==> src/logic/rv_exec_pkg.sv <==
package rv_exec_pkg;

  typedef logic [31:0] word_t;
  typedef logic [4:0]  reg_idx_t;
  typedef logic [6:0]  opcode_t;

  // rv32i base opcodes handled by the execute unit
  localparam opcode_t opc_lui    = 7'b0110111;
  localparam opcode_t opc_auipc  = 7'b0010111;
  localparam opcode_t opc_jal    = 7'b1101111;
  localparam opcode_t opc_jalr   = 7'b1100111;
  localparam opcode_t opc_branch = 7'b1100011;
  localparam opcode_t opc_op_imm = 7'b0010011;
  localparam opcode_t opc_op     = 7'b0110011;

  // funct3 for op and op_imm
  localparam logic [2:0] f3_add  = 3'b000;
  localparam logic [2:0] f3_sll  = 3'b001;
  localparam logic [2:0] f3_slt  = 3'b010;
  localparam logic [2:0] f3_sltu = 3'b011;
  localparam logic [2:0] f3_xor  = 3'b100;
  localparam logic [2:0] f3_srl  = 3'b101;
  localparam logic [2:0] f3_or   = 3'b110;
  localparam logic [2:0] f3_and  = 3'b111;

  // funct3 for branches, 2 and 3 are reserved
  localparam logic [2:0] f3_beq  = 3'b000;
  localparam logic [2:0] f3_bne  = 3'b001;
  localparam logic [2:0] f3_blt  = 3'b100;
  localparam logic [2:0] f3_bge  = 3'b101;
  localparam logic [2:0] f3_bltu = 3'b110;
  localparam logic [2:0] f3_bgeu = 3'b111;

  localparam logic [6:0] f7_base = 7'b0000000;
  // selects sub and sra
  localparam logic [6:0] f7_alt  = 7'b0100000;

  localparam word_t insn_len = 32'd4;

  typedef struct packed {
    logic [6:0] funct7;
    reg_idx_t   rs2;
    reg_idx_t   rs1;
    logic [2:0] funct3;
    reg_idx_t   rd;
    opcode_t    opcode;
  } r_fmt_t;

  typedef struct packed {
    logic [11:0] imm12;
    reg_idx_t    rs1;
    logic [2:0]  funct3;
    reg_idx_t    rd;
    opcode_t     opcode;
  } i_fmt_t;

  // branch offset bits are scattered around rs1/rs2
  typedef struct packed {
    logic       imm12;
    logic [5:0] imm10_5;
    reg_idx_t   rs2;
    reg_idx_t   rs1;
    logic [2:0] funct3;
    logic [3:0] imm4_1;
    logic       imm11;
    opcode_t    opcode;
  } b_fmt_t;

  typedef union packed {
    r_fmt_t r;
    i_fmt_t i;
    b_fmt_t b;
  } insn_word_u;

endpackage

==> src/logic/int_alu.sv <==
`timescale 1ns/1ps

module int_alu import rv_exec_pkg::*; (
  input  logic       clk,
  input  logic       rst,
  input  logic       in_valid,
  input  insn_word_u insn,
  input  word_t      pc,
  input  word_t      rs1_data,
  input  word_t      rs2_data,
  output logic       alu_valid,
  output reg_idx_t   alu_rd,
  output word_t      alu_data,
  output logic       alu_writes,
  output logic       alu_illegal
);

  word_t      imm_i;
  word_t      imm_u;
  word_t      operand_b;
  logic [4:0] shamt;
  logic       is_op;
  logic       f7_is_alt;
  logic       funct_ok;
  word_t      arith_res;
  word_t      result;
  logic       writes;
  logic       illegal;

  // operand selection and funct legality
  always_comb begin
    imm_i     = {{20{insn.i.imm12[11]}}, insn.i.imm12};
    imm_u     = {insn[31:12], 12'b0};
    is_op     = (insn.r.opcode == opc_op);
    operand_b = is_op ? rs2_data : imm_i;
    // shamt sits in the rs2 field for the immediate shifts too
    shamt     = operand_b[4:0];
    f7_is_alt = (insn.r.funct7 == f7_alt);

    if (is_op) begin
      funct_ok = (insn.r.funct7 == f7_base) ||
                 (f7_is_alt && (insn.r.funct3 == f3_add || insn.r.funct3 == f3_srl));
    end else if (insn.r.funct3 == f3_sll) begin
      funct_ok = (insn.r.funct7 == f7_base);
    end else if (insn.r.funct3 == f3_srl) begin
      funct_ok = (insn.r.funct7 == f7_base) || f7_is_alt;
    end else begin
      funct_ok = 1'b1;
    end
  end

  always_comb begin
    case (insn.r.funct3)
      f3_add:  arith_res = (is_op && f7_is_alt) ? rs1_data - operand_b : rs1_data + operand_b;
      f3_sll:  arith_res = rs1_data << shamt;
      f3_slt:  arith_res = {31'b0, $signed(rs1_data) < $signed(operand_b)};
      f3_sltu: arith_res = {31'b0, rs1_data < operand_b};
      f3_xor:  arith_res = rs1_data ^ operand_b;
      f3_srl:  arith_res = f7_is_alt ? word_t'($signed(rs1_data) >>> shamt) : rs1_data >> shamt;
      f3_or:   arith_res = rs1_data | operand_b;
      default: arith_res = rs1_data & operand_b;
    endcase
  end

  // per-opcode result, write intent and legality
  always_comb begin
    result  = '0;
    writes  = 1'b0;
    illegal = 1'b0;
    case (insn.r.opcode)
      opc_lui: begin
        result = imm_u;
        writes = 1'b1;
      end
      opc_auipc: begin
        result = pc + imm_u;
        writes = 1'b1;
      end
      opc_jal, opc_jalr: begin
        result = pc + insn_len;
        writes = 1'b1;
      end
      opc_op, opc_op_imm: begin
        result  = arith_res;
        writes  = 1'b1;
        illegal = !funct_ok;
      end
      opc_branch: begin
        result = '0;
      end
      default: illegal = 1'b1;
    endcase
  end

  always_ff @(posedge clk) begin
    if (rst) begin
      alu_valid   <= 1'b0;
      alu_writes  <= 1'b0;
      alu_illegal <= 1'b0;
    end else begin
      alu_valid   <= in_valid;
      alu_writes  <= in_valid && writes;
      alu_illegal <= in_valid && illegal;
    end
  end

  always_ff @(posedge clk) begin
    alu_rd   <= insn.r.rd;
    alu_data <= result;
  end

endmodule

==> src/logic/branch_unit.sv <==
`timescale 1ns/1ps

module branch_unit import rv_exec_pkg::*; (
  input  logic       clk,
  input  logic       rst,
  input  logic       in_valid,
  input  insn_word_u insn,
  input  word_t      pc,
  input  word_t      rs1_data,
  input  word_t      rs2_data,
  output logic       br_taken,
  output word_t      br_target,
  output logic       br_illegal
);

  word_t imm_b;
  word_t imm_j;
  word_t imm_i;
  logic  ops_eq;
  logic  ops_lt;
  logic  ops_ltu;
  logic  cond;
  logic  bad_f3;
  logic  taken;
  word_t target;

  always_comb begin
    imm_b = {{20{insn.b.imm12}}, insn.b.imm11, insn.b.imm10_5, insn.b.imm4_1, 1'b0};
    // no j view in the union, the jal offset is taken from the raw word
    imm_j = {{12{insn[31]}}, insn[19:12], insn[20], insn[30:21], 1'b0};
    imm_i = {{20{insn.i.imm12[11]}}, insn.i.imm12};

    ops_eq  = (rs1_data == rs2_data);
    ops_lt  = ($signed(rs1_data) < $signed(rs2_data));
    ops_ltu = (rs1_data < rs2_data);
  end

  // compare select
  always_comb begin
    cond   = 1'b0;
    bad_f3 = 1'b0;
    case (insn.b.funct3)
      f3_beq:  cond = ops_eq;
      f3_bne:  cond = !ops_eq;
      f3_blt:  cond = ops_lt;
      f3_bge:  cond = !ops_lt;
      f3_bltu: cond = ops_ltu;
      f3_bgeu: cond = !ops_ltu;
      default: bad_f3 = 1'b1;
    endcase
  end

  always_comb begin
    taken  = 1'b0;
    target = pc + imm_b;
    case (insn.b.opcode)
      opc_branch: taken = cond && !bad_f3;
      opc_jal: begin
        taken  = 1'b1;
        target = pc + imm_j;
      end
      opc_jalr: begin
        taken  = 1'b1;
        target = (rs1_data + imm_i) & ~word_t'(1);
      end
      default: taken = 1'b0;
    endcase
  end

  always_ff @(posedge clk) begin
    if (rst) begin
      br_taken   <= 1'b0;
      br_illegal <= 1'b0;
    end else begin
      br_taken   <= in_valid && taken;
      br_illegal <= in_valid && (insn.b.opcode == opc_branch) && bad_f3;
    end
  end

  always_ff @(posedge clk) begin
    br_target <= target;
  end

endmodule

==> src/logic/commit_stage.sv <==
`timescale 1ns/1ps

module commit_stage import rv_exec_pkg::*; (
  input  logic     clk,
  input  logic     rst,
  input  logic     alu_valid,
  input  reg_idx_t alu_rd,
  input  word_t    alu_data,
  input  logic     alu_writes,
  input  logic     alu_illegal,
  input  logic     br_taken,
  input  word_t    br_target,
  input  logic     br_illegal,
  output logic     res_valid,
  output reg_idx_t rd,
  output word_t    rd_data,
  output logic     rd_we,
  output logic     redirect,
  output word_t    redirect_pc,
  output logic     illegal
);

  logic any_illegal;
  logic write_ok;

  always_comb begin
    any_illegal = alu_illegal || br_illegal;
    // x0 writes are dropped here
    write_ok    = alu_writes && !any_illegal && (alu_rd != '0);
  end

  always_ff @(posedge clk) begin
    if (rst) begin
      res_valid <= 1'b0;
      rd_we     <= 1'b0;
      redirect  <= 1'b0;
      illegal   <= 1'b0;
    end else begin
      res_valid <= alu_valid;
      rd_we     <= alu_valid && write_ok;
      redirect  <= alu_valid && br_taken && !any_illegal;
      illegal   <= alu_valid && any_illegal;
    end
  end

  // result payload, held between instructions
  always_ff @(posedge clk) begin
    if (alu_valid) begin
      rd          <= alu_rd;
      rd_data     <= alu_data;
      redirect_pc <= br_target;
    end
  end

endmodule

==> src/logic/exec_stage.sv <==
`timescale 1ns/1ps

module exec_stage import rv_exec_pkg::*; (
  input  logic       clk,
  input  logic       rst,
  input  logic       in_valid,
  input  insn_word_u insn,
  input  word_t      pc,
  input  word_t      rs1_data,
  input  word_t      rs2_data,
  output logic       res_valid,
  output reg_idx_t   rd,
  output word_t      rd_data,
  output logic       rd_we,
  output logic       redirect,
  output word_t      redirect_pc,
  output logic       illegal
);

  logic     alu_valid;
  reg_idx_t alu_rd;
  word_t    alu_data;
  logic     alu_writes;
  logic     alu_illegal;
  logic     br_taken;
  word_t    br_target;
  logic     br_illegal;

  // both units see the same instruction on the same edge
  int_alu int_alu_inst (
    .clk(clk), .rst(rst), .in_valid(in_valid), .insn(insn), .pc(pc),
    .rs1_data(rs1_data), .rs2_data(rs2_data),
    .alu_valid(alu_valid), .alu_rd(alu_rd), .alu_data(alu_data),
    .alu_writes(alu_writes), .alu_illegal(alu_illegal)
  );

  branch_unit branch_unit_inst (
    .clk(clk), .rst(rst), .in_valid(in_valid), .insn(insn), .pc(pc),
    .rs1_data(rs1_data), .rs2_data(rs2_data),
    .br_taken(br_taken), .br_target(br_target), .br_illegal(br_illegal)
  );

  commit_stage commit_stage_inst (
    .clk(clk), .rst(rst), .alu_valid(alu_valid), .alu_rd(alu_rd), .alu_data(alu_data),
    .alu_writes(alu_writes), .alu_illegal(alu_illegal),
    .br_taken(br_taken), .br_target(br_target), .br_illegal(br_illegal),
    .res_valid(res_valid), .rd(rd), .rd_data(rd_data), .rd_we(rd_we),
    .redirect(redirect), .redirect_pc(redirect_pc), .illegal(illegal)
  );

endmodule

==> config.mk <==
export PLATFORM = sky130hd
export DESIGN_NAME = exec_stage
export DESIGN_NICKNAME = d
export VERILOG_FILES = /design/src/logic/rv_exec_pkg.sv /design/src/logic/int_alu.sv /design/src/logic/branch_unit.sv /design/src/logic/commit_stage.sv /design/src/logic/exec_stage.sv
export SDC_FILE = /design/constraint.sdc
export NUM_CORES = 1
export LEC_CHECK = 0
export ABC_CLOCK_PERIOD_IN_PS = 4300
export BUFFER_PORTS_ARGS = -buffer_cell sky130_fd_sc_hd__buf_2
export CORE_UTILIZATION = 40
export DETAILED_ROUTE_END_ITERATION = 16
export PLACE_DENSITY = 0.62
export SLEW_MARGIN = 20
export SYNTH_ARGS = -nofsm -noshare
export SYNTH_HDL_FRONTEND = slang
export SYNTH_SLANG_ARGS = --single-unit
==> constraint.sdc <==
create_clock -name clk -period 4.3 [get_ports clk]
set_input_delay 0.215 -clock clk [delete_from_list [all_inputs] [get_ports clk]]
set_output_delay 0.215 -clock clk [all_outputs]
set_load 0.02 [all_outputs]
# ---- Yosys cells after proc, flatten, opt, wreduce, memory -nomap -nowiden
# Index checks and enable logic that the tools add are counted.
# W data, S select, Z words.
dict set report word_totals {
  register_bits 147
  inputBits 131
  out_inout_bits 73
  word_cells 93
}
dict set report op_classes {
  n_addsub 7
  order_cmp 4
  eq_ne 16
  shift 3
  mux 14
  bitwise_logic 3
  n_reduce_logical 31
}
# op n
set ops {}
lappend ops {{$pmux W32 S7} 1}
lappend ops {{$add A32 B32 Y32} 5}
lappend ops {{$lt A32 B32 Y1} 4}
lappend ops {{$pmux W32 S4} 1}
lappend ops {{$mux W32} 3}
lappend ops {{$pmux W32 S2} 1}
lappend ops {{$add A32 B3 Y32 const B} 1}
lappend ops {{$and A32 B32 Y32} 1}
lappend ops {{$eq A32 B32 Y1} 1}
lappend ops {{$or A32 B32 Y32} 1}
lappend ops {{$shl A32 B5 Y32} 1}
lappend ops {{$shr A32 B5 Y32} 1}
lappend ops {{$sshr A32 B5 Y32} 1}
lappend ops {{$sub A32 B32 Y32} 1}
lappend ops {{$xor A32 B32 Y32} 1}
lappend ops {{$eq A7 B6 Y1 const B} 3}
lappend ops {{$eq A7 B7 Y1 const B} 3}
lappend ops {{$eq A7 B5 Y1 const B} 2}
lappend ops {{$logic_and A1 B1 Y1} 14}
lappend ops {{$eq A3 B3 Y1 const B} 4}
lappend ops {{$reduce_or A6 Y1} 2}
lappend ops {{$logic_not A7 Y1} 1}
lappend ops {{$eq A3 B2 Y1 const B} 2}
lappend ops {{$pmux W1 S6} 1}
lappend ops {{other kinds (9)} 22}

# ---- Depth between registers and ports, before layout
# Gate-level depths: netlist (run 1).
dict set report depth {
  depth_word 8
  mapped_depth 21
  ltp_nobuf 19
}

# ---- Hierarchy
# Synthesis (run 1) repeated with hierarchy kept, for this count alone.
dict set report unflattened {
  cells_unflattened 2531
  area_unflattened_um2 19261.0
}
# module n_inst cells_per_inst area_each_um2 seq_area_each_um2
set modules_own_cells {}
lappend modules_own_cells {int_alu 1 1803 12121.6 800.8}
lappend modules_own_cells {branch_unit 1 649 4942.2 680.7}
lappend modules_own_cells {commit_stage 1 79 2197.1 2152.1}

# ---- Least setup slack after synthesis (run 1)
# Ideal clock, no wire load.
dict set report synth_path {
  kind {input to register}
  from {input port insn[6] in the netlist's numbering}
  to {register branch_unit_inst.br_target[29]}
  setup_ns 0.130
  arrival_time_ns 4.052
  required_ns 4.170
  setup_slack_ns 0.119
  path_stages 19
  n_path_buf 1
  cell_sequence {nand2_1 -> or2_2 -> nor2_1 -> nand2_1 -> and2_0 -> clkbuf_1 -> a31o_2 -> ha_1 -> a21o_1 -> a21o_1 -> a21o_1 -> a2111oi_0 -> nor3_1 -> o41ai_1 -> o21bai_1 -> a21o_1 -> a21oi_1 -> xor2_1 -> o21ai_0}
}
dict set report synth_via {
  elab_chain_len 2
  elab_cells_between_ends 3
  classes_between {eq/ne: 2; mux: 1}
}
# element line_no
set synth_lines {}
lappend synth_lines {{from (decl)} exec_stage.sv:7} ;# input insn_word_u insn,
lappend synth_lines {{$eq A7 B7 Y1} branch_unit.sv:56} ;# case (insn.b.opcode)
lappend synth_lines {{$pmux W32 S2 *} branch_unit.sv:56}
lappend synth_lines {{named net branch_unit_inst.target[29]} branch_unit.sv:25} ;# word_t target;
lappend synth_lines {{to (signal assigned)} branch_unit.sv:81} ;# br_target <= target;
lappend synth_lines {{to (decl)} branch_unit.sv:12} ;# output word_t br_target,
# Mark *: on every way through the listed nets, which the timed path passes. The rest lies on a longest branch.
# A chain may end at the register's enable or synchronous reset.

# ---- Worst setup path after layout (run 1)
dict set report layout_path {
  from {input port insn[2] in the netlist's numbering}
  to {register int_alu_inst.alu_data[31]}
}
dict set report layout_via {
  elab_chain_len 6
  elab_cells_between_ends 22
  classes_between {add/sub: 2; eq/ne: 6; shift: 3; mux: 5; bitwise: 3; reduce/logical: 3}
}
# element line_no
set layout_lines {}
lappend layout_lines {{$eq A7 B6 Y1} {int_alu.sv:34, int_alu.sv:70}}
lappend layout_lines {{$mux W32} int_alu.sv:35} ;# operand_b = is_op ? rs2_data : imm_i;
lappend layout_lines {{$add A32 B32 Y32, or another cell as far along} int_alu.sv:54} ;# f3_add: arith_res = (is_op && f7_is_alt) ? rs1_data - operand_b : rs1_data + operand_b;
lappend layout_lines {{$mux W32, on equally long branches} {int_alu.sv:54, int_alu.sv:59}}
lappend layout_lines {{$pmux W32 S7} int_alu.sv:53} ;# case (insn.r.funct3)
lappend layout_lines {{$pmux W32 S4 *} int_alu.sv:70} ;# case (insn.r.opcode)
lappend layout_lines {{named net int_alu_inst.result[31]} int_alu.sv:26} ;# word_t result;
lappend layout_lines {{to (signal assigned)} int_alu.sv:109} ;# alu_data <= result;
lappend layout_lines {{to (decl)} int_alu.sv:13} ;# output word_t alu_data,
# Marks and branches as above.

==> impl_table.tex, run 1 <==
\begin{tabular}{lr}
\hline
Metric & Value \\
\hline
\multicolumn{2}{l}{\textbf{Run status}} \\
Run status & completed \\
\multicolumn{2}{l}{\textbf{Setup path}} \\
Dominant cell type by count on the critical path & sky130\_fd\_sc\_hd\_\_buf\_4 \\
Peak fanout along the critical path & 13 \\
Setup crit start kind & input port \\
Type of destination of the critical path & flip-flop \\
CP max stage cell & sky130\_fd\_sc\_hd\_\_and4bb\_1 \\
Family of cells with the greatest summed delay on the critical path & buffers and inverters \\
WP data required & about 4.6 ns \\
Critical register-to-register path startpoint & int\_alu\_inst.alu\_valid \\
Number of cells on the critical path & 22 \\
R2R Path End & commit\_stage\_inst.redirect\_pc[26] \\
Highest cell delay on the worst timing path & between 0.5 and 0.6 ns \\
Worst path buffer plus inverter count & 8 \\
Worst r2r path cells & 1 \\
Data arrival, critical path & between 4 and 5 ns \\
Type of the worst setup path & input port to flip-flop \\
Worst path cell trace & buf\_2, and4bb\_1, nand2\_4, and2\_1, buf\_12, a21o\_1, inv\_1, ha\_1, buf\_4, inv\_1, a21oi\_1, a21oi\_1, buf\_4, a21oi\_1, o21ai\_0, a31oi\_4, buf\_4, nor3\_1, buf\_4, o41ai\_2, xnor2\_2, o211ai\_2 \\
Reg2reg setup slack & around 2.8 ns \\
\multicolumn{2}{l}{\textbf{Floorplanning}} \\
Row count & approximately 80 \\
Y dimension of the die & about 220 um \\
Initial standard-cell utilization of the core & a little over 40\% \\
Area inside the core boundary & around 0.046 mm\^{}2 \\
Die width & roughly 220 um \\
\# IOs & 204 \\
Total die area & roughly 0.048 mm\^{}2 \\
\multicolumn{2}{l}{\textbf{Clock network}} \\
TritonCTS clock tree & yes \\
Level count of the clock H-tree & 4 \\
Num Clock Sinks & roughly 150 \\
Clock slew at the register clock pins of the worst setup and hold paths & approximately 0.07 ns \\
Clk Latency, worst-skew pair & roughly 0.48 ns \\
Total CTS buffers & 17 \\
Clock Root Buffer & sky130\_fd\_sc\_hd\_\_clkbuf\_16 \\
Max Root-Sink Buffers & 2 \\
\multicolumn{2}{l}{\textbf{Timing}} \\
Setup-failing EPs final & 0 \\
Final worst setup slack & $\sim$0.25 ns \\
Final period demand of the worst path & a little over 4 ns \\
Post-route fraction of the period consumed by the critical path & 94.3\% \\
Maximum clock skew at final layout & roughly 0.0079 ns \\
Peak clock frequency supported by timing & roughly 250 MHz \\
Setup repair after global routing missed its margin & false \\
Number of hold violations in the final report & 0 \\
Number of max-slew violations in the final report & 0 \\
Slew @ Worst Pin & $\sim$1.1 ns \\
Remaining max-slew budget at the tightest pin & 26.1\% \\
\multicolumn{2}{l}{\textbf{Power}} \\
Power per cell area & around 250 mW/mm\^{}2 \\
Power, Total & about 0.0060 W \\
Worst voltage drop across the vdd grid & around 0.00029 V \\
Leak Pwr & $\sim$11 nW \\
\multicolumn{2}{l}{\textbf{Routing}} \\
Number of vias per cell & $\sim$6.4 \\
Number of search-and-repair iterations in the first detailed-routing pass & 7 \\
Total number of vias & between 20k and 25k \\
Post-detailed-routing wire length & between 100 and 150 mm \\
Per-cell routed wire length & 30.2 um \\
Detailed router's first-iteration violation count & between 3k and 4k \\
DRC violation count after routing & 0 \\
Post-detailed-route count of antenna-violating nets & 0 \\
\multicolumn{2}{l}{\textbf{Placement}} \\
Placed wire-length estimate after detailed placement & between 80 and 90 mm \\
Setup slack after placement & -0.233 ns \\
Post-place instance area & around 0.023 mm\^{}2 \\
Routability-driven placement congestion ratio & about 1.1 \\
Number of buffer cells added on primary ports & 203 \\
\multicolumn{2}{l}{\textbf{Synth}} \\
Sequential area share after synthesis & about a fifth \\
Post-Syn Instances & approximately 2.5k \\
Cell area after synthesis & 0.0188 mm\^{}2 \\
FF+latch count, synth & approximately 150 \\
Average instance area after synthesis & around 7.5 um\^{}2 \\
Number of distinct library cell variants in the gate-level netlist after synthesis & between 90 and 100 \\
Post-synth EDFFs & between 60 and 70 \\
Ys flop type & sky130\_fd\_sc\_hd\_\_dfxtp\_1 \\
Fraction of synthesis flops using an asynchronous set or reset pin & 0\% \\
Syn nets & about 2.8k \\
Ys Warns & 0 \\
\multicolumn{2}{l}{\textbf{Layout}} \\
Nets & about 3.3k \\
Fillers & approximately 4.7k \\
Fraction of final layout cells with drive strength greater than 1 & a little under a quarter \\
Area Growth Syn to Fin & 25.7\% \\
Post-layout utilization of the core & about 51\% \\
Total non-filler cell area in the finished layout & around 0.024 mm\^{}2 \\
\multicolumn{2}{l}{\textbf{Min path}} \\
Hold\_sp & pc[0] \\
Cell depth of the worst min-delay path & 2 \\
Worst Hold End & branch\_unit\_inst.br\_target[0] \\
Hold crit path type & input port to flip-flop \\
\multicolumn{2}{l}{\textbf{Job}} \\
MaxCap Viol Count & 0 \\
\multicolumn{2}{l}{\textbf{GRT}} \\
Antenna violations before repair & 12 \\
First-pass GRT wire length & about 150 mm \\
Overall global routing resource usage & 44.6\% \\
Maximum number of pins on one net before global-route repair & 70 \\
Vias in the first global route & $\sim$21k \\
Overflow left after global routing & 0 \\
\hline
\end{tabular}
cell families (layout without fill, tap and decap cells):
family                     after synthesis  after routing  share of synthesized area, %
and+or+nand+nor                        734            734                          18.2
xor gates and xnor gates               129            129                          6.01
other                                    0              3                             0
AOI/OAI and AO/OA                      898            898                          31.2
buffers and inverters                  278            772                          5.90
muxes                                   98             98                          5.42
DFF                                    147            147                          19.3
adders and majority gates              207            207                          13.9
through the flow:
| stage | TNS, ns | instances | hold slack (ns) |
|---|---|---|---|
| 4_1_cts | 0 | 3592 | 0.0129 |
| 3_3_place_gp | -0.265 | 3553 | 0.341 |
| 2_1_floorplan | 0 | 2491 | 0.243 |
| 5_1_grt | 0 | 3593 | 0.0330 |
| 3_5_place_dp | -0.378 | 3553 | 0.341 |
| 6_report | 0 | 3595 | 0.0492 |
worst max-delay path by stage:
| stage | start | endpoint |
|---|---|---|
| 6_report | insn[2] | int_alu_inst.alu_data[31] |
| 4_1_cts | insn[2] | int_alu_inst.alu_data[31] |
| 3_3_place_gp | insn[2] | int_alu_inst.alu_data[31] |
| 5_1_grt | insn[2] | int_alu_inst.alu_data[27] |
| 3_5_place_dp | insn[2] | int_alu_inst.alu_data[31] |
| 2_1_floorplan | insn[6] | branch_unit_inst.br_target[29] |
repair_timing:
action                     in CTS  in global routing
resized for setup               0                  1
setup buffers                   0                  0
setup endpoints to repair       0                  1
hold buffers                    7                  0
hold endpoints to repair        7                  0
power breakdown:
group	total (W)	internal, W	switching (W)
Clock	0.00145	0.000765	0.000687
Combinational	0.00288	0.00109	0.00179
Sequential	0.00165	0.00161	0.0000363
routing by layer:
layer,vias up,track usage (%),part of all wire [%]
li1,10200,-,-
met1,10900,55.6,39
met5,-,0,0.076
met2,1449,67.9,43
met3,389,9.55,10
met4,12,32.5,8.2
synthesized netlist by cell type (16+ instances only):
cell | count | area share [%]
sky130_fd_sc_hd__ha_1 | 203 | 14
sky130_fd_sc_hd__a31oi_1 | 24 | 0.80
sky130_fd_sc_hd__mux2i_1 | 86 | 4.6
sky130_fd_sc_hd__dfxtp_1 | 78 | 8.3
sky130_fd_sc_hd__edfxtp_1 | 69 | 11
sky130_fd_sc_hd__o211ai_1 | 32 | 1.3
sky130_fd_sc_hd__o22ai_1 | 17 | 0.57
sky130_fd_sc_hd__or3_1 | 19 | 0.63
sky130_fd_sc_hd__xnor2_1 | 85 | 4.0
sky130_fd_sc_hd__o21bai_1 | 24 | 0.96
sky130_fd_sc_hd__and3_1 | 21 | 0.70
sky130_fd_sc_hd__o31ai_1 | 17 | 0.68
sky130_fd_sc_hd__nor2_1 | 204 | 4.1
sky130_fd_sc_hd__nand2b_1 | 25 | 0.83
sky130_fd_sc_hd__o21ai_0 | 221 | 5.9
sky130_fd_sc_hd__a21o_1 | 96 | 3.8
sky130_fd_sc_hd__buf_2 | 23 | 0.61
sky130_fd_sc_hd__o21ai_1 | 16 | 0.43
sky130_fd_sc_hd__clkbuf_1 | 92 | 1.8
sky130_fd_sc_hd__a211oi_1 | 37 | 1.5
sky130_fd_sc_hd__inv_1 | 134 | 2.7
sky130_fd_sc_hd__nand3_1 | 58 | 1.5
sky130_fd_sc_hd__nor3_1 | 71 | 1.9
sky130_fd_sc_hd__nand2_1 | 226 | 4.5
sky130_fd_sc_hd__nor2b_1 | 26 | 0.86
sky130_fd_sc_hd__a21oi_1 | 207 | 5.5
sky130_fd_sc_hd__xor2_1 | 44 | 2.0
sky130_fd_sc_hd__a22oi_1 | 25 | 1.0
sky130_fd_sc_hd__nand4_1 | 22 | 0.73
sky130_fd_sc_hd__o21a_1 | 31 | 1.2
registers in the layout (all words and copies together), names as in the netlist, 5 cells and up:
register	flops
branch_unit_inst.br_target	32
commit_stage_inst.rd	5
commit_stage_inst.rd_data	32
commit_stage_inst.redirect_pc	32
int_alu_inst.alu_data	32
int_alu_inst.alu_rd	5
area by class of cell:
cell class                      instances  area (um^2)  share of cell area [%]
Clock buffer                           18          439                    1.86
Inverter                              142          533                    2.26
Clock inverter                         14          115                   0.487
Multi-Input combinational cell       2066        14100                    59.6
Tap cell                              607          759                    3.21
Sequential cell                       147         3640                    15.4
Timing Repair Buffer                  598         4050                    17.1
Antenna cell                            3         7.51                  0.0318
layout by cell type (no fill, tap or decap), types with 77 or more instances in the layout:
master                      n
sky130_fd_sc_hd__xnor2_1   84
sky130_fd_sc_hd__o21ai_0  221
sky130_fd_sc_hd__nand2_1  226
sky130_fd_sc_hd__a21o_1    96
sky130_fd_sc_hd__a21oi_1  207
sky130_fd_sc_hd__mux2i_1   86
sky130_fd_sc_hd__inv_1    133
sky130_fd_sc_hd__nor2_1   200
sky130_fd_sc_hd__ha_1     203
sky130_fd_sc_hd__dfxtp_1   77
sky130_fd_sc_hd__buf_4    384
sky130_fd_sc_hd__buf_2    203
(Power assumes the default switching activity.)
==> inputs of run 2 (changes only) <==
--- a/config.mk
+++ b/config.mk
@@ -5,11 +5,11 @@
 export SDC_FILE = /design/constraint.sdc
 export NUM_CORES = 1
 export LEC_CHECK = 0
-export ABC_CLOCK_PERIOD_IN_PS = 4300
+export ABC_CLOCK_PERIOD_IN_PS = 3750
 export BUFFER_PORTS_ARGS = -buffer_cell sky130_fd_sc_hd__buf_2
 export CORE_UTILIZATION = 40
 export DETAILED_ROUTE_END_ITERATION = 16
-export PLACE_DENSITY = 0.62
+export PLACE_DENSITY = 0.6
 export SLEW_MARGIN = 20
 export SYNTH_ARGS = -nofsm -noshare
 export SYNTH_HDL_FRONTEND = slang
==> constraint.sdc (replaced) <==
create_clock -name clk -period 3.75 [get_ports clk]
set_input_delay 0.1875 -clock clk [delete_from_list [all_inputs] [get_ports clk]]
set_output_delay 0.1875 -clock clk [all_outputs]
set_load 0.02 [all_outputs]
==> run 2 against run 1 <==
Against the previous run:
- largest cell class unchanged
- final area up 8.2%
- clock skew up 0.0051 ns
- sequential cell count unchanged
- critical path depth down 1
- sequential power up 15%
- final cell count up 6.1%
- first-iteration DRC count down 0.67%
- largest power group unchanged
- the run now ends with negative setup slack left
==> impl_table.tex, run 2 (synthesized netlist as in run 1, its figures left out) <==
\begin{tabular}{lr}
\hline
Metric & Value \\
\hline
\multicolumn{2}{l}{\textbf{Timing}} \\
Final worst setup slack & -0.0532 ns \\
Post-route fraction of the period consumed by the critical path & 101\% \\
Peak clock frequency supported by timing & between 200 and 300 MHz \\
Number of max-slew violations in the final report & 0 \\
Maximum clock skew at final layout & around 0.013 ns \\
Hold slack & 0.0266 ns \\
Setup-failing EPs final & 1 \\
Slew @ Worst Pin & 0.923 ns \\
Final period demand of the worst path & about 3.8 ns \\
Number of hold violations in the final report & 0 \\
Remaining max-slew budget at the tightest pin & $\sim$38\% \\
\multicolumn{2}{l}{\textbf{Placement}} \\
Setup slack after placement & -0.488 ns \\
Number of buffer cells added on primary ports & 203 \\
Routability-driven placement congestion ratio & 1.10 \\
Number of cells in the design after placement & 3766 \\
Placed wire-length estimate after detailed placement & 89.1 mm \\
\multicolumn{2}{l}{\textbf{Power}} \\
Power per cell area & between 200 and 300 mW/mm\^{}2 \\
Internal power summed over all cells & 0.00447 W \\
Worst voltage drop across the vdd grid & $\sim$0.00037 V \\
Switch share & 39.5\% \\
Proportion of power drawn by flip-flops and latches & 25.7\% \\
Net Sw Power & 0.00292 W \\
Leak Pwr & $\sim$12 nW \\
Combinational Power Share & 47.9\% \\
Share of power burned in the clock network & about a quarter \\
\multicolumn{2}{l}{\textbf{Setup path}} \\
Highest cell delay on the worst timing path & around 0.7 ns \\
Worst r2r path cells & 1 \\
R2R Path End & commit\_stage\_inst.redirect\_pc[31] \\
Data arrival, critical path & between 4 and 5 ns \\
Setup crit start kind & input port \\
CP max stage cell & sky130\_fd\_sc\_hd\_\_a222oi\_1 \\
Worst path cell trace & buf\_2, buf\_4, nand3b\_1, buf\_4, o21ai\_2, nand2\_2, buf\_4, buf\_12, inv\_2, buf\_4, buf\_4, mux2i\_2, nand2\_1, o21ai\_0, mux2i\_1, buf\_4, nand2\_1, o21ai\_0, a222oi\_1, buf\_4, o21ai\_0 \\
Critical path origin & insn[5] \\
Type of destination of the critical path & flip-flop \\
Reg2reg setup slack & about 2.2 ns \\
Peak fanout along the critical path & 14 \\
Dominant cell type by count on the critical path & sky130\_fd\_sc\_hd\_\_buf\_4 \\
Critical register-to-register path startpoint & int\_alu\_inst.alu\_valid \\
Type of the worst setup path & input port to flip-flop \\
Termination of the worst setup path & int\_alu\_inst.alu\_data[8] \\
WP data required & about 4 ns \\
\multicolumn{2}{l}{\textbf{GRT}} \\
Overall global routing resource usage & around 44\% \\
First-pass GRT wire length & 152 mm \\
Overflow left after global routing & 0 \\
Layer with the highest usage & met2 \\
Met3 Resource Use GR & a little over a tenth \\
Met1 track demand over resource & between 50\% and 60\% \\
Maximum number of pins on one net before global-route repair & 42 \\
Met2 Usage GRT & 67.4\% \\
Vias in the first global route & about 23k \\
Antenna violations before repair & 12 \\
\multicolumn{2}{l}{\textbf{Routing}} \\
Number of search-and-repair iterations in the first detailed-routing pass & 6 \\
Total number of vias & between 20k and 25k \\
DRC violation count after routing & 0 \\
Number of vias per cell & around 6.3 \\
Detailed router's first-iteration violation count & 2985 \\
Post-detailed-route count of antenna-violating nets & 0 \\
Per-cell routed wire length & 28.2 um \\
Post-detailed-routing wire length & between 100 and 150 mm \\
\multicolumn{2}{l}{\textbf{Layout}} \\
Fraction of final layout cells with drive strength greater than 1 & between 20 and 30\% \\
Most common library cell in the layout ignoring fill and taps & sky130\_fd\_sc\_hd\_\_buf\_4 \\
Area Growth Syn to Fin & 36.0\% \\
Nets & 3529 \\
Sequential cell area & between 0.003 and 0.004 mm\^{}2 \\
Fillers & around 4.5k \\
Footprint of the multi-input gates & about 0.014 mm\^{}2 \\
Commonest non-fill, non-tap cells in the layout & sky130\_fd\_sc\_hd\_\_buf\_4 (600), sky130\_fd\_sc\_hd\_\_nand2\_1 (225), sky130\_fd\_sc\_hd\_\_o21ai\_0 (215) \\
Non-filler cells, final & roughly 3.8k \\
\multicolumn{2}{l}{\textbf{Floorplanning}} \\
Row count & slightly below 80 \\
Initial standard-cell utilization of the core & 40.5\% \\
Y dimension of the die & between 200 and 250 um \\
Total die area & around 0.048 mm\^{}2 \\
\# IOs & approximately 200 \\
Die width & about 220 um \\
Area inside the core boundary & 0.0465 mm\^{}2 \\
\multicolumn{2}{l}{\textbf{Min path}} \\
Hold crit path type & input port to flip-flop \\
Cell depth of the worst min-delay path & 3 \\
\multicolumn{2}{l}{\textbf{Clock network}} \\
Clock Root Buffer & sky130\_fd\_sc\_hd\_\_clkbuf\_16 \\
Clock slew at the register clock pins of the worst setup and hold paths & $\sim$0.06 ns \\
Num Clock Sinks & 147 \\
Level count of the clock H-tree & 4 \\
Total CTS buffers & 17 \\
Max Root-Sink Buffers & 2 \\
Clk Latency, worst-skew pair & around 0.47 ns \\
TritonCTS clock tree & yes \\
\multicolumn{2}{l}{\textbf{Job}} \\
MaxCap Viol Count & 0 \\
\multicolumn{2}{l}{\textbf{Run status}} \\
Run status & finished with violations \\
Failing checks & negative setup slack \\
\hline
\end{tabular}
## run 2: changes by cell type in the layout (fill, tap and decap cells not counted), moves of 4 or more
cell                         change
sky130_fd_sc_hd__buf_4         +216
sky130_fd_sc_hd__o21ai_0         -6
sky130_fd_sc_hd__bufinv_16       +4
sky130_fd_sc_hd__clkinv_4        +4
sky130_fd_sc_hd__clkinvlp_4      -4
sky130_fd_sc_hd__o21ai_1         +4
## run 2: power by group through the flow
stage / clock network, W / registers [W] / logic, W
floorplan: 0 / 0.00200 / 0.00167
global route: 0.00203 / 0.00191 / 0.00372
global placement: 0 / 0.00192 / 0.00334
finish: 0.00196 / 0.00190 / 0.00354
detailed placement: 0 / 0.00193 / 0.00337
CTS: 0.00196 / 0.00190 / 0.00340
## run 2: layout make-up
class,instances,area share (%)
antenna,5,0.0489
tap,607,2.97
inverter,142,2.10
clock inverter,12,0.754
sequential,147,14.2
multi-input combinational,2066,55.7
timing repair buffer,817,22.4
clock buffer,20,1.79
## run 2: timing repair
item | 4_1_cts | 5_1_grt
resized for setup | 1 | 25
pin swaps | 0 | 11
hold buffers | 8 | 0
endpoints found under the setup margin | 1 | 16
setup buffers | 0 | 5
endpoints found under the hold margin | 8 | 0
## run 2: critical path: cells and delay by family
family          cells  cell delay (ns)
buf+inv            10             1.63
compound gates      5             1.32
mux                 2             0.50
simple gates        4             0.46
## run 2: worst min-delay path by stage
stage | from | endpoint
6_report | in_valid | int_alu_inst.alu_valid
5_1_grt | in_valid | int_alu_inst.alu_valid
4_1_cts | in_valid | int_alu_inst.alu_valid
3_5_place_dp | insn[7] | int_alu_inst.alu_rd[0]
3_3_place_gp | insn[7] | int_alu_inst.alu_rd[0]
2_1_floorplan | insn[7] | int_alu_inst.alu_rd[0]
## run 2: through the flow
step | total power [W] | utilization, % | TNS (ns) | area, um^2
after global placement | 0.00527 | 53.1 | -4.86 | 24700
after floorplan | 0.00367 | - | -0.0484 | 18900
after CTS | 0.00726 | 54.7 | 0 | 25400
final | 0.00739 | 55.0 | -0.0532 | 25600
after global routing | 0.00766 | 55.0 | -0.0572 | 25600
after detailed placement | 0.00530 | 53.1 | -6.74 | 24700
## run 2: metal layers
metal	vias up	wire [um]
li1	10600	-
met1	11400	41900
met2	1437	45700
met3	405	10600
met4	12	9090
met5	-	76
